File: config.mk
export PLATFORM = sky130hd
export DESIGN_NAME = mini_core
export DESIGN_NICKNAME = d
export VERILOG_FILES = /design/src/design/mini_core_pkg.sv /design/src/design/operand_if.sv /design/src/design/alu_unit.sv /design/src/design/core_control_fsm.sv /design/src/design/instruction_decoder.sv /design/src/design/mini_core.sv /design/src/design/pc_unit.sv /design/src/design/perf_counters.sv /design/src/design/register_file.sv
export VERILOG_INCLUDE_DIRS = /design/src /design/src/design
export SDC_FILE = /design/constraint.sdc
export NUM_CORES = 2
export LEC_CHECK = 0
export BUFFER_PORTS_ARGS = -buffer_cell sky130_fd_sc_hd__buf_2
export CORE_MARGIN = 4
export CORE_UTILIZATION = 50
export CTS_CLUSTER_DIAMETER = 80
export DETAILED_ROUTE_END_ITERATION = 8
export GPL_TIMING_DRIVEN = 0
export PLACE_DENSITY_LB_ADDON = 0.12
export SYNTH_ARGS = -nofsm -noshare
export SYNTH_HDL_FRONTEND = slang
export SYNTH_SLANG_ARGS = --single-unit
File: constraint.sdc
create_clock -name clk -period 8.27 [get_ports clk]
set_input_delay 0.827 -clock clk [delete_from_list [all_inputs] [get_ports clk]]
set_output_delay 0.827 -clock clk [all_outputs]
set_load 0.05 [all_outputs]
File: src/design/mini_core_defines.svh
// Core width, register count, reset PC and counter width macros
`ifndef MINI_CORE_DEFINES_SVH
`define MINI_CORE_DEFINES_SVH

// Data and address width
`define MC_XLEN 32

// Architectural integer registers
`define MC_REG_COUNT 32

// First fetch address after reset
`define MC_RESET_PC 32'h0000_0000

// Width of the retire and stall counters
`define MC_COUNT_WIDTH 32

`endif

File: src/design/mini_core_pkg.sv
// Word, register address, opcode, ALU, branch, decoded instruction and FSM state types
`include "mini_core_defines.svh"

package mini_core_pkg;

    typedef logic [`MC_XLEN-1:0] word_t;
    typedef logic [$clog2(`MC_REG_COUNT)-1:0] reg_addr_t;

    // Major opcodes of the supported RV32I subset
    typedef enum logic [6:0] {
        OPC_OP     = 7'b0110011,
        OPC_OP_IMM = 7'b0010011,
        OPC_LUI    = 7'b0110111,
        OPC_AUIPC  = 7'b0010111,
        OPC_JAL    = 7'b1101111,
        OPC_JALR   = 7'b1100111,
        OPC_BRANCH = 7'b1100011
    } opcode_t;

    typedef enum logic [3:0] {
        ALU_ADD,
        ALU_SUB,
        ALU_SLL,
        ALU_SLT,
        ALU_SLTU,
        ALU_XOR,
        ALU_SRL,
        ALU_SRA,
        ALU_OR,
        ALU_AND,
        ALU_PASS_B,
        ALU_LINK
    } alu_op_t;

    typedef enum logic [3:0] {
        BR_NONE,
        BR_EQ,
        BR_NE,
        BR_LT,
        BR_GE,
        BR_LTU,
        BR_GEU,
        BR_JAL,
        BR_JALR
    } branch_cond_t;

    typedef struct packed {
        alu_op_t      alu_op;
        branch_cond_t branch_cond;
        reg_addr_t    rs1;
        reg_addr_t    rs2;
        reg_addr_t    rd;
        logic         rd_write;
        logic         use_imm;
        logic         use_pc_as_a;
        word_t        immediate;
        logic         illegal;
    } decoded_instr_t;

    typedef enum logic [1:0] {
        FETCH,
        WAIT,
        DECODE,
        EXECUTE
    } core_state_t;

endpackage

File: src/design/operand_if.sv
// Operand bundle from decode and register file to the execution blocks
`timescale 1ns/10ps

interface operand_if import mini_core_pkg::*; ();

    // Decoder side
    decoded_instr_t decoded;
    word_t          instr;

    // Register file read data
    word_t          rs1_data;
    word_t          rs2_data;

    modport decoder (
        output decoded,
        output instr
    );

    modport regfile (
        input  decoded,
        output rs1_data,
        output rs2_data
    );

    // ALU and PC unit view
    modport unit (
        input decoded,
        input instr,
        input rs1_data,
        input rs2_data
    );

endinterface

File: src/design/alu_unit.sv
// Arithmetic, logic, shift, compare and link value unit
`timescale 1ns/10ps

module alu_unit import mini_core_pkg::*; (
    operand_if.unit ops,
    input  word_t   pc,
    output word_t   result
);

    word_t      op_a;
    word_t      op_b;
    logic [4:0] shamt;

    // AUIPC takes the PC as operand A
    assign op_a  = ops.decoded.use_pc_as_a ? pc : ops.rs1_data;
    assign op_b  = ops.decoded.use_imm ? ops.decoded.immediate : ops.rs2_data;
    assign shamt = op_b[4:0];

    always_comb begin
        case (ops.decoded.alu_op)
            ALU_ADD:    result = op_a + op_b;
            ALU_SUB:    result = op_a - op_b;
            ALU_SLL:    result = op_a << shamt;
            ALU_SLT:    result = word_t'($signed(op_a) < $signed(op_b));
            ALU_SLTU:   result = word_t'(op_a < op_b);
            ALU_XOR:    result = op_a ^ op_b;
            ALU_SRL:    result = op_a >> shamt;
            ALU_SRA:    result = word_t'($signed(op_a) >>> shamt);
            ALU_OR:     result = op_a | op_b;
            ALU_AND:    result = op_a & op_b;
            // LUI
            ALU_PASS_B: result = op_b;
            // Return address for JAL and JALR
            ALU_LINK:   result = pc + word_t'(4);
            default:    result = op_a + op_b;
        endcase
    end

endmodule

File: src/design/core_control_fsm.sv
// Fetch, wait, decode and execute sequencer with stage strobes
`timescale 1ns/10ps

module core_control_fsm import mini_core_pkg::*; (
    input  logic clk,
    input  logic arst_n,
    input  logic imem_valid,
    output logic fetch_req,
    output logic fetch_done,
    output logic decode_en,
    output logic exec_en,
    output logic waiting
);

    core_state_t state;
    core_state_t state_next;

    always_ff @(posedge clk or negedge arst_n) begin
        if (!arst_n) begin
            state <= FETCH;
        end else begin
            state <= state_next;
        end
    end

    // One instruction in flight, memory latency only stretches WAIT
    always_comb begin
        state_next = state;
        case (state)
            FETCH: begin
                state_next = WAIT;
            end
            WAIT: begin
                if (imem_valid) begin
                    state_next = DECODE;
                end
            end
            DECODE: begin
                state_next = EXECUTE;
            end
            EXECUTE: begin
                state_next = FETCH;
            end
            default: begin
                state_next = FETCH;
            end
        endcase
    end

    // Stage strobes, each high for a single cycle
    assign fetch_req  = (state == FETCH);
    assign waiting    = (state == WAIT);
    assign fetch_done = waiting && imem_valid;
    assign decode_en  = (state == DECODE);
    assign exec_en    = (state == EXECUTE);

endmodule

File: src/design/instruction_decoder.sv
// Instruction register and RV32I subset decoder
`timescale 1ns/10ps

module instruction_decoder import mini_core_pkg::*; (
    input  logic       clk,
    input  logic       arst_n,
    input  logic       fetch_done,
    input  logic       decode_en,
    input  word_t      imem_data,
    operand_if.decoder ops
);

    word_t          instr_q;
    decoded_instr_t decoded_q;
    decoded_instr_t dec_next;
    opcode_t        opcode;
    logic [2:0]     funct3;
    logic [6:0]     funct7;
    word_t          imm_i;
    word_t          imm_u;
    word_t          imm_b;
    word_t          imm_j;

    // Shared by OP and OP-IMM, alt selects SUB or SRA
    function automatic alu_op_t funct3_to_alu(input logic [2:0] f3, input logic alt);
        alu_op_t op;
        case (f3)
            3'b000:  op = alt ? ALU_SUB : ALU_ADD;
            3'b001:  op = ALU_SLL;
            3'b010:  op = ALU_SLT;
            3'b011:  op = ALU_SLTU;
            3'b100:  op = ALU_XOR;
            3'b101:  op = alt ? ALU_SRA : ALU_SRL;
            3'b110:  op = ALU_OR;
            default: op = ALU_AND;
        endcase
        return op;
    endfunction

    always_ff @(posedge clk) begin
        if (fetch_done) begin
            instr_q <= imem_data;
        end
    end

    assign opcode = opcode_t'(instr_q[6:0]);
    assign funct3 = instr_q[14:12];
    assign funct7 = instr_q[31:25];

    //////////////////////////////////////////////////
    // Immediates by format
    assign imm_i = {{20{instr_q[31]}}, instr_q[31:20]};
    assign imm_u = {instr_q[31:12], 12'b0};
    assign imm_b = {{19{instr_q[31]}}, instr_q[31], instr_q[7], instr_q[30:25],
                    instr_q[11:8], 1'b0};
    assign imm_j = {{11{instr_q[31]}}, instr_q[31], instr_q[19:12], instr_q[20],
                    instr_q[30:21], 1'b0};

    //////////////////////////////////////////////////
    // Field decode
    always_comb begin
        dec_next             = '0;
        dec_next.alu_op      = ALU_ADD;
        dec_next.branch_cond = BR_NONE;
        dec_next.rs1         = instr_q[19:15];
        dec_next.rs2         = instr_q[24:20];
        dec_next.rd          = instr_q[11:7];
        case (opcode)
            OPC_OP: begin
                dec_next.rd_write = 1'b1;
                dec_next.alu_op   = funct3_to_alu(funct3, funct7[5]);
                dec_next.illegal  = (funct7 != 7'b0000000) &&
                                    !(funct7 == 7'b0100000 &&
                                      (funct3 == 3'b000 || funct3 == 3'b101));
            end
            OPC_OP_IMM: begin
                dec_next.rd_write  = 1'b1;
                dec_next.use_imm   = 1'b1;
                dec_next.immediate = imm_i;
                dec_next.alu_op    = funct3_to_alu(funct3, (funct3 == 3'b101) && funct7[5]);
                if (funct3 == 3'b001) begin
                    dec_next.illegal = (funct7 != 7'b0000000);
                end else if (funct3 == 3'b101) begin
                    dec_next.illegal = (funct7 != 7'b0000000) && (funct7 != 7'b0100000);
                end
            end
            OPC_LUI: begin
                dec_next.rd_write  = 1'b1;
                dec_next.use_imm   = 1'b1;
                dec_next.immediate = imm_u;
                dec_next.alu_op    = ALU_PASS_B;
            end
            OPC_AUIPC: begin
                dec_next.rd_write    = 1'b1;
                dec_next.use_imm     = 1'b1;
                dec_next.use_pc_as_a = 1'b1;
                dec_next.immediate   = imm_u;
            end
            OPC_JAL: begin
                dec_next.rd_write    = 1'b1;
                dec_next.immediate   = imm_j;
                dec_next.alu_op      = ALU_LINK;
                dec_next.branch_cond = BR_JAL;
            end
            OPC_JALR: begin
                dec_next.rd_write    = 1'b1;
                dec_next.immediate   = imm_i;
                dec_next.alu_op      = ALU_LINK;
                dec_next.branch_cond = BR_JALR;
                dec_next.illegal     = (funct3 != 3'b000);
            end
            OPC_BRANCH: begin
                dec_next.immediate = imm_b;
                case (funct3)
                    3'b000:  dec_next.branch_cond = BR_EQ;
                    3'b001:  dec_next.branch_cond = BR_NE;
                    3'b100:  dec_next.branch_cond = BR_LT;
                    3'b101:  dec_next.branch_cond = BR_GE;
                    3'b110:  dec_next.branch_cond = BR_LTU;
                    3'b111:  dec_next.branch_cond = BR_GEU;
                    default: dec_next.illegal = 1'b1;
                endcase
            end
            default: begin
                dec_next.illegal = 1'b1;
            end
        endcase
        // Illegal retires as a no-op falling through to PC+4
        if (dec_next.illegal) begin
            dec_next.rd_write    = 1'b0;
            dec_next.branch_cond = BR_NONE;
        end
    end

    always_ff @(posedge clk or negedge arst_n) begin
        if (!arst_n) begin
            decoded_q <= '0;
        end else if (decode_en) begin
            decoded_q <= dec_next;
        end
    end

    assign ops.decoded = decoded_q;
    assign ops.instr   = instr_q;

endmodule

File: src/design/mini_core.sv
// Multi-cycle RV32I integer core top level
`timescale 1ns/10ps
`include "mini_core_defines.svh"

module mini_core import mini_core_pkg::*; (
    input  logic                       clk,
    input  logic                       arst_n,
    output logic                       imem_req,
    output word_t                      imem_addr,
    input  logic                       imem_valid,
    input  word_t                      imem_data,
    output logic                       tr_retire,
    output logic                       tr_rd_write,
    output logic                       tr_illegal,
    output logic                       tr_branch_taken,
    output word_t                      tr_pc,
    output word_t                      tr_instr,
    output word_t                      tr_rd_data,
    output reg_addr_t                  tr_rd_addr,
    output logic [`MC_COUNT_WIDTH-1:0] tr_instret,
    output logic [`MC_COUNT_WIDTH-1:0] tr_stall_cycles
);

    logic  fetch_req;
    logic  fetch_done;
    logic  decode_en;
    logic  exec_en;
    logic  waiting;
    logic  branch_taken;
    word_t pc;
    word_t alu_result;

    operand_if ops ();

    //////////////////////////////////////////////////
    // Control and counters
    core_control_fsm u_control (
        .clk        (clk),
        .arst_n     (arst_n),
        .imem_valid (imem_valid),
        .fetch_req  (fetch_req),
        .fetch_done (fetch_done),
        .decode_en  (decode_en),
        .exec_en    (exec_en),
        .waiting    (waiting)
    );

    perf_counters u_counters (
        .clk          (clk),
        .arst_n       (arst_n),
        .exec_en      (exec_en),
        .waiting      (waiting),
        .imem_valid   (imem_valid),
        .instret      (tr_instret),
        .stall_cycles (tr_stall_cycles)
    );

    //////////////////////////////////////////////////
    // Decode, operands and execution
    instruction_decoder u_decoder (
        .clk        (clk),
        .arst_n     (arst_n),
        .fetch_done (fetch_done),
        .decode_en  (decode_en),
        .imem_data  (imem_data),
        .ops        (ops.decoder)
    );

    register_file u_regfile (
        .clk     (clk),
        .arst_n  (arst_n),
        .exec_en (exec_en),
        .wr_data (alu_result),
        .ops     (ops.regfile)
    );

    alu_unit u_alu (
        .ops    (ops.unit),
        .pc     (pc),
        .result (alu_result)
    );

    pc_unit u_pc (
        .clk          (clk),
        .arst_n       (arst_n),
        .exec_en      (exec_en),
        .ops          (ops.unit),
        .pc           (pc),
        .branch_taken (branch_taken)
    );

    // Fetch port
    assign imem_req  = fetch_req;
    assign imem_addr = pc;

    //////////////////////////////////////////////////
    // Trace, meaningful only while tr_retire is high
    assign tr_retire       = exec_en;
    assign tr_pc           = pc;
    assign tr_instr        = ops.instr;
    assign tr_rd_write     = ops.decoded.rd_write && (ops.decoded.rd != '0);
    assign tr_rd_addr      = ops.decoded.rd;
    assign tr_rd_data      = alu_result;
    assign tr_illegal      = ops.decoded.illegal;
    assign tr_branch_taken = branch_taken;

endmodule

File: src/design/pc_unit.sv
// Program counter, branch condition evaluation and next PC select
`timescale 1ns/10ps
`include "mini_core_defines.svh"

module pc_unit import mini_core_pkg::*; (
    input  logic    clk,
    input  logic    arst_n,
    input  logic    exec_en,
    operand_if.unit ops,
    output word_t   pc,
    output logic    branch_taken
);

    word_t pc_plus4;
    word_t target;
    logic  eq;
    logic  lt;
    logic  ltu;

    assign eq  = (ops.rs1_data == ops.rs2_data);
    assign lt  = ($signed(ops.rs1_data) < $signed(ops.rs2_data));
    assign ltu = (ops.rs1_data < ops.rs2_data);

    always_comb begin
        case (ops.decoded.branch_cond)
            BR_EQ:   branch_taken = eq;
            BR_NE:   branch_taken = !eq;
            BR_LT:   branch_taken = lt;
            BR_GE:   branch_taken = !lt;
            BR_LTU:  branch_taken = ltu;
            BR_GEU:  branch_taken = !ltu;
            BR_JAL:  branch_taken = 1'b1;
            BR_JALR: branch_taken = 1'b1;
            default: branch_taken = 1'b0;
        endcase
    end

    // JALR is register relative with bit 0 dropped
    assign pc_plus4 = pc + word_t'(4);
    assign target   = (ops.decoded.branch_cond == BR_JALR) ?
                      ((ops.rs1_data + ops.decoded.immediate) & ~word_t'(1)) :
                      (pc + ops.decoded.immediate);

    always_ff @(posedge clk or negedge arst_n) begin
        if (!arst_n) begin
            pc <= `MC_RESET_PC;
        end else if (exec_en) begin
            pc <= branch_taken ? target : pc_plus4;
        end
    end

endmodule

File: src/design/perf_counters.sv
// Retired instruction and fetch stall cycle counters
`timescale 1ns/10ps
`include "mini_core_defines.svh"

module perf_counters (
    input  logic                       clk,
    input  logic                       arst_n,
    input  logic                       exec_en,
    input  logic                       waiting,
    input  logic                       imem_valid,
    output logic [`MC_COUNT_WIDTH-1:0] instret,
    output logic [`MC_COUNT_WIDTH-1:0] stall_cycles
);

    logic stall;

    // The cycle that brings imem_valid is not a stall
    assign stall = waiting && !imem_valid;

    // Both counters wrap at full width
    always_ff @(posedge clk or negedge arst_n) begin
        if (!arst_n) begin
            instret <= '0;
        end else if (exec_en) begin
            instret <= instret + 1'b1;
        end
    end

    always_ff @(posedge clk or negedge arst_n) begin
        if (!arst_n) begin
            stall_cycles <= '0;
        end else if (stall) begin
            stall_cycles <= stall_cycles + 1'b1;
        end
    end

endmodule

File: src/design/register_file.sv
// 32 x 32 integer register file with two read ports and one write port
`timescale 1ns/10ps
`include "mini_core_defines.svh"

module register_file import mini_core_pkg::*; (
    input  logic       clk,
    input  logic       arst_n,
    input  logic       exec_en,
    input  word_t      wr_data,
    operand_if.regfile ops
);

    word_t regs [`MC_REG_COUNT];
    logic  wr_en;

    // x0 is never written
    assign wr_en = exec_en && ops.decoded.rd_write && (ops.decoded.rd != '0);

    always_ff @(posedge clk or negedge arst_n) begin
        if (!arst_n) begin
            for (int i = 0; i < `MC_REG_COUNT; i++) begin
                regs[i] <= '0;
            end
        end else if (wr_en) begin
            regs[ops.decoded.rd] <= wr_data;
        end
    end

    // Combinational reads, x0 forced to zero
    assign ops.rs1_data = (ops.decoded.rs1 == '0) ? '0 : regs[ops.decoded.rs1];
    assign ops.rs2_data = (ops.decoded.rs2 == '0) ? '0 : regs[ops.decoded.rs2];

endmodule

==> flow_summary.json <==
{
  "synth_area_leader_cell": "dfrtp_1",
  "antenna_found_initial": 38,
  "fillerInstances": 12800,
  "relSlewSlack_pct": -15.9,
  "clk_pin_slew_ns": 0.06,
  "grt_setup_unrepaired": "yes",
  "hold_viol_final": 15,
  "grt_pass1_vias": 71700,
  "vias": 76100,
  "slowest_delay_ns": 0.63,
  "fin_crit_sh_pct": 107,
  "grt_max_degree": 167,
  "die_w_um": 401,
  "required_ns": 7.44,
  "synth_area_leaders": "dfrtp_1, mux4_2, mux2_2",
  "worstPathArrival_ns": 8.01,
  "final_net_count": 8311,
  "drive_gt1_share_pct": 28.1,
  "crit_path_end_kind": "output port",
  "fin_crit_ns": 8.83,
  "ys_types": 106,
  "drc": 0,
  "status": "complete, but fails checks",
  "setup_viol": 30,
  "fin_ws_ns": -0.563,
  "fp.dieArea_um2": 161000,
  "finalMaxSlewViolations": 267,
  "fmax_ghz": 0.113,
  "yosysTopAreaCellShare_pct": 38.2,
  "gr-total-overflow": 0,
  "worst_slew_pin_slew_ns": 1.74,
  "ctsHoldBuffers": 0,
  "syn_to_final_growth_pct": 19.1,
  "cts_num_sinks": 1213,
  "multi_input_area_um2": 44400,
  "yosysWarnings": 0,
  "synth_area_um2": 77300,
  "die_h_um": 401,
  "drt_iter0_drc": 12800,
  "synth-edff-count": 32,
  "gp_congestion": 1.12,
  "ys_top_cells_by_count": "dfrtp_1, nand2_1, o21ai_0",
  "hp-class": "input pin to asynchronous set/reset pin",
  "hpwl_mm": 330,
  "clk_path_buf_depth": 3,
  "whs_ns": -0.0333,
  "avgRoutedWirePerCell_um": 44.1,
  "cap_viol_max_count": 26,
  "numCtsBuffers": 141,
  "clk_latency_ns": 0.85,
  "vias_per_cell": 7.41,
  "grt_pass1_wl_mm": 604,
  "synth-async-reset-ratio_pct": 97.4,
  "setup_tns_ns": -5.94,
  "crit_slowest_cell": "clkbuf_2",
  "crit_type": "flop to output port",
  "rows": 144,
  "regArea_um2": 30500,
  "synth.most_common_cell": "dfrtp_1",
  "seq_area_frac_synth_pct": 39.5,
  "drt-total-wl_mm": 453,
  "synth_nets": 7681,
  "avgSynthCellArea_um2": 10.4,
  "startpoint_type": "flop",
  "ys.flop_type": "dfrtp_1",
  "cts_tree": "done",
  "path_max_fanout": 12,
  "track_usage_pct": 54.6,
  "ys_seq_elements": 1213,
  "htree_levels": 4,
  "violations": "negative hold slack, max-capacitance violations, max-slew violations, negative setup slack",
  "core-area_um2": 154000,
  "io_pins": 237,
  "port_buffers": 236,
  "syn_inst": 7445,
  "start_util_pct": 50.2,
  "ant_nets": 0,
  "drtPass1Iterations": 9,
  "utilization_pct": 59.8,
  "crit_top_cell": "buf_6",
  "fin_skew_ns": 0.105,
  "cts_root_buf": "clkbuf_16"
}
==> area by class of cell <==
cell class,instances,area share [%]
clock inverter,49,0.916
buffer,675,5.19
inverter,181,0.743
multi-input combinational,5340,48.2
antenna,37,0.101
sequential,1213,33.1
tap,2044,2.78
timing repair buffer,523,4.48
clock buffer,203,4.47
==> flip-flops by register name, indices dropped and copies added, names as in the netlist <==
| register | cells |
|---|---|
| u_counters.stall_cycles | 32 |
| u_pc.pc | 32 |
| u_regfile.regs | 1024 |
| u_decoder.ops.decoded | 59 |
| u_decoder.ops.instr | 32 |
| u_counters.instret | 32 |
| u_control.state | 2 |
==> kinds of logic (layout without fill, tap and decap cells) <==
family                     after synthesis  count (layout)  share of synthesized area [%]
AOI/OAI and AO/OA                     1887            1887                           15.6
xor gates and xnor gates               160             160                           1.81
adders and majority gates              201             201                           3.29
buffers and inverters                  892            1631                           5.75
DFF                                   1213            1213                           39.5
muxes                                 1380            1380                           24.3
other                                    0              37                              0
and+or+nand+nor                       1712            1712                           9.75
==> worst max-delay path, delay by kind of cell (launching register included) <==
family | cells | cell delay (ns)
flip-flops | 1 | 0.41
AND/OR/NAND/NOR | 5 | 1.09
buffers and inverters | 12 | 3.29
multiplexers | 1 | 0.28
adder cells (fa/ha/maj) | 1 | 0.24
AO/OA/AOI/OAI | 10 | 1.78
==> metrics by stage <==
step	setup slack, ns	instance area, um2	cells
detailed placement	-4.74	82500	9809
floorplan	0.739	77300	7445
CTS	-0.227	91000	10200
global route	-0.309	92000	10200
global placement	-20.36	81100	9725
finish	-0.563	92100	10300
==> layout by cell type (no fill, tap or decap), types with 37 or more instances in the layout <==
cell type / n
dfrtp_1: 1179
nand2_1: 897
o21ai_0: 585
mux2_2: 550
mux2i_1: 487
a21oi_1: 341
clkbuf_1: 327
buf_4: 324
nor2_1: 311
mux4_2: 299
buf_2: 285
ha_1: 182
inv_1: 162
a22oi_1: 161
clkbuf_16: 148
xnor2_1: 108
nor3_1: 88
nand3_1: 81
buf_6: 80
o22ai_1: 74
o221ai_1: 63
a21o_1: 59
xor2_1: 52
a211oi_1: 47
o21ai_1: 45
buf_12: 43
nand4_1: 43
and2_1: 41
clkbuf_8: 40
o211ai_1: 40
and3_1: 38
diode_2: 37
a22o_1: 37
==> layer usage <==
| layer | global-route usage, % | vias to the layer above | share of wire [%] |
|---|---|---|---|
| met3 | 27.5 | 2447 | 16 |
| met1 | 61.4 | 37500 | 32 |
| met4 | 52.5 | 25 | 13 |
| met5 | 3.21 | - | 0.17 |
| met2 | 73.4 | 7357 | 39 |
| li1 | - | 28800 | - |
==> path summary, 6_finish.rpt <==
| path | slack, ns | end | cells past startpoint | start |
|---|---|---|---|---|
| max in group asynchronous | 4.62 | u_regfile.regs[149]$_DFFE_PN0P_ | 6 | arst_n |
| min | -0.03 | u_decoder.ops.decoded[13]$_DFFE_PN0P_ | 1 | arst_n |
| min in group clk | 0.19 | u_decoder.ops.instr[8]$_DFFE_PP_ | 1 | imem_data[8] |
| max reg2reg | -0.19 | u_regfile.regs[443]$_DFFE_PN0P_ | 33 | u_decoder.ops.decoded[44]$_DFFE_PN0P_ |
| max | -0.56 | tr_rd_data[27] | 29 | u_decoder.ops.decoded[44]$_DFFE_PN0P_ |
| min reg2reg | 0.47 | u_counters.stall_cycles[31]$_DFFE_PN0P_ | 1 | u_counters.stall_cycles[31]$_DFFE_PN0P_ |
==> what timing repair did <==
item                       4_1_cts  5_1_grt
setup endpoints to repair      962       30
setup buffers                  144       56
pin swaps                       88       75
cloned                           1        1
gates resized for setup        609      178
Power is left out: the tool's default activity adds up to more than one toggle a clock period on the data nets, which glitch-free logic cannot reach.
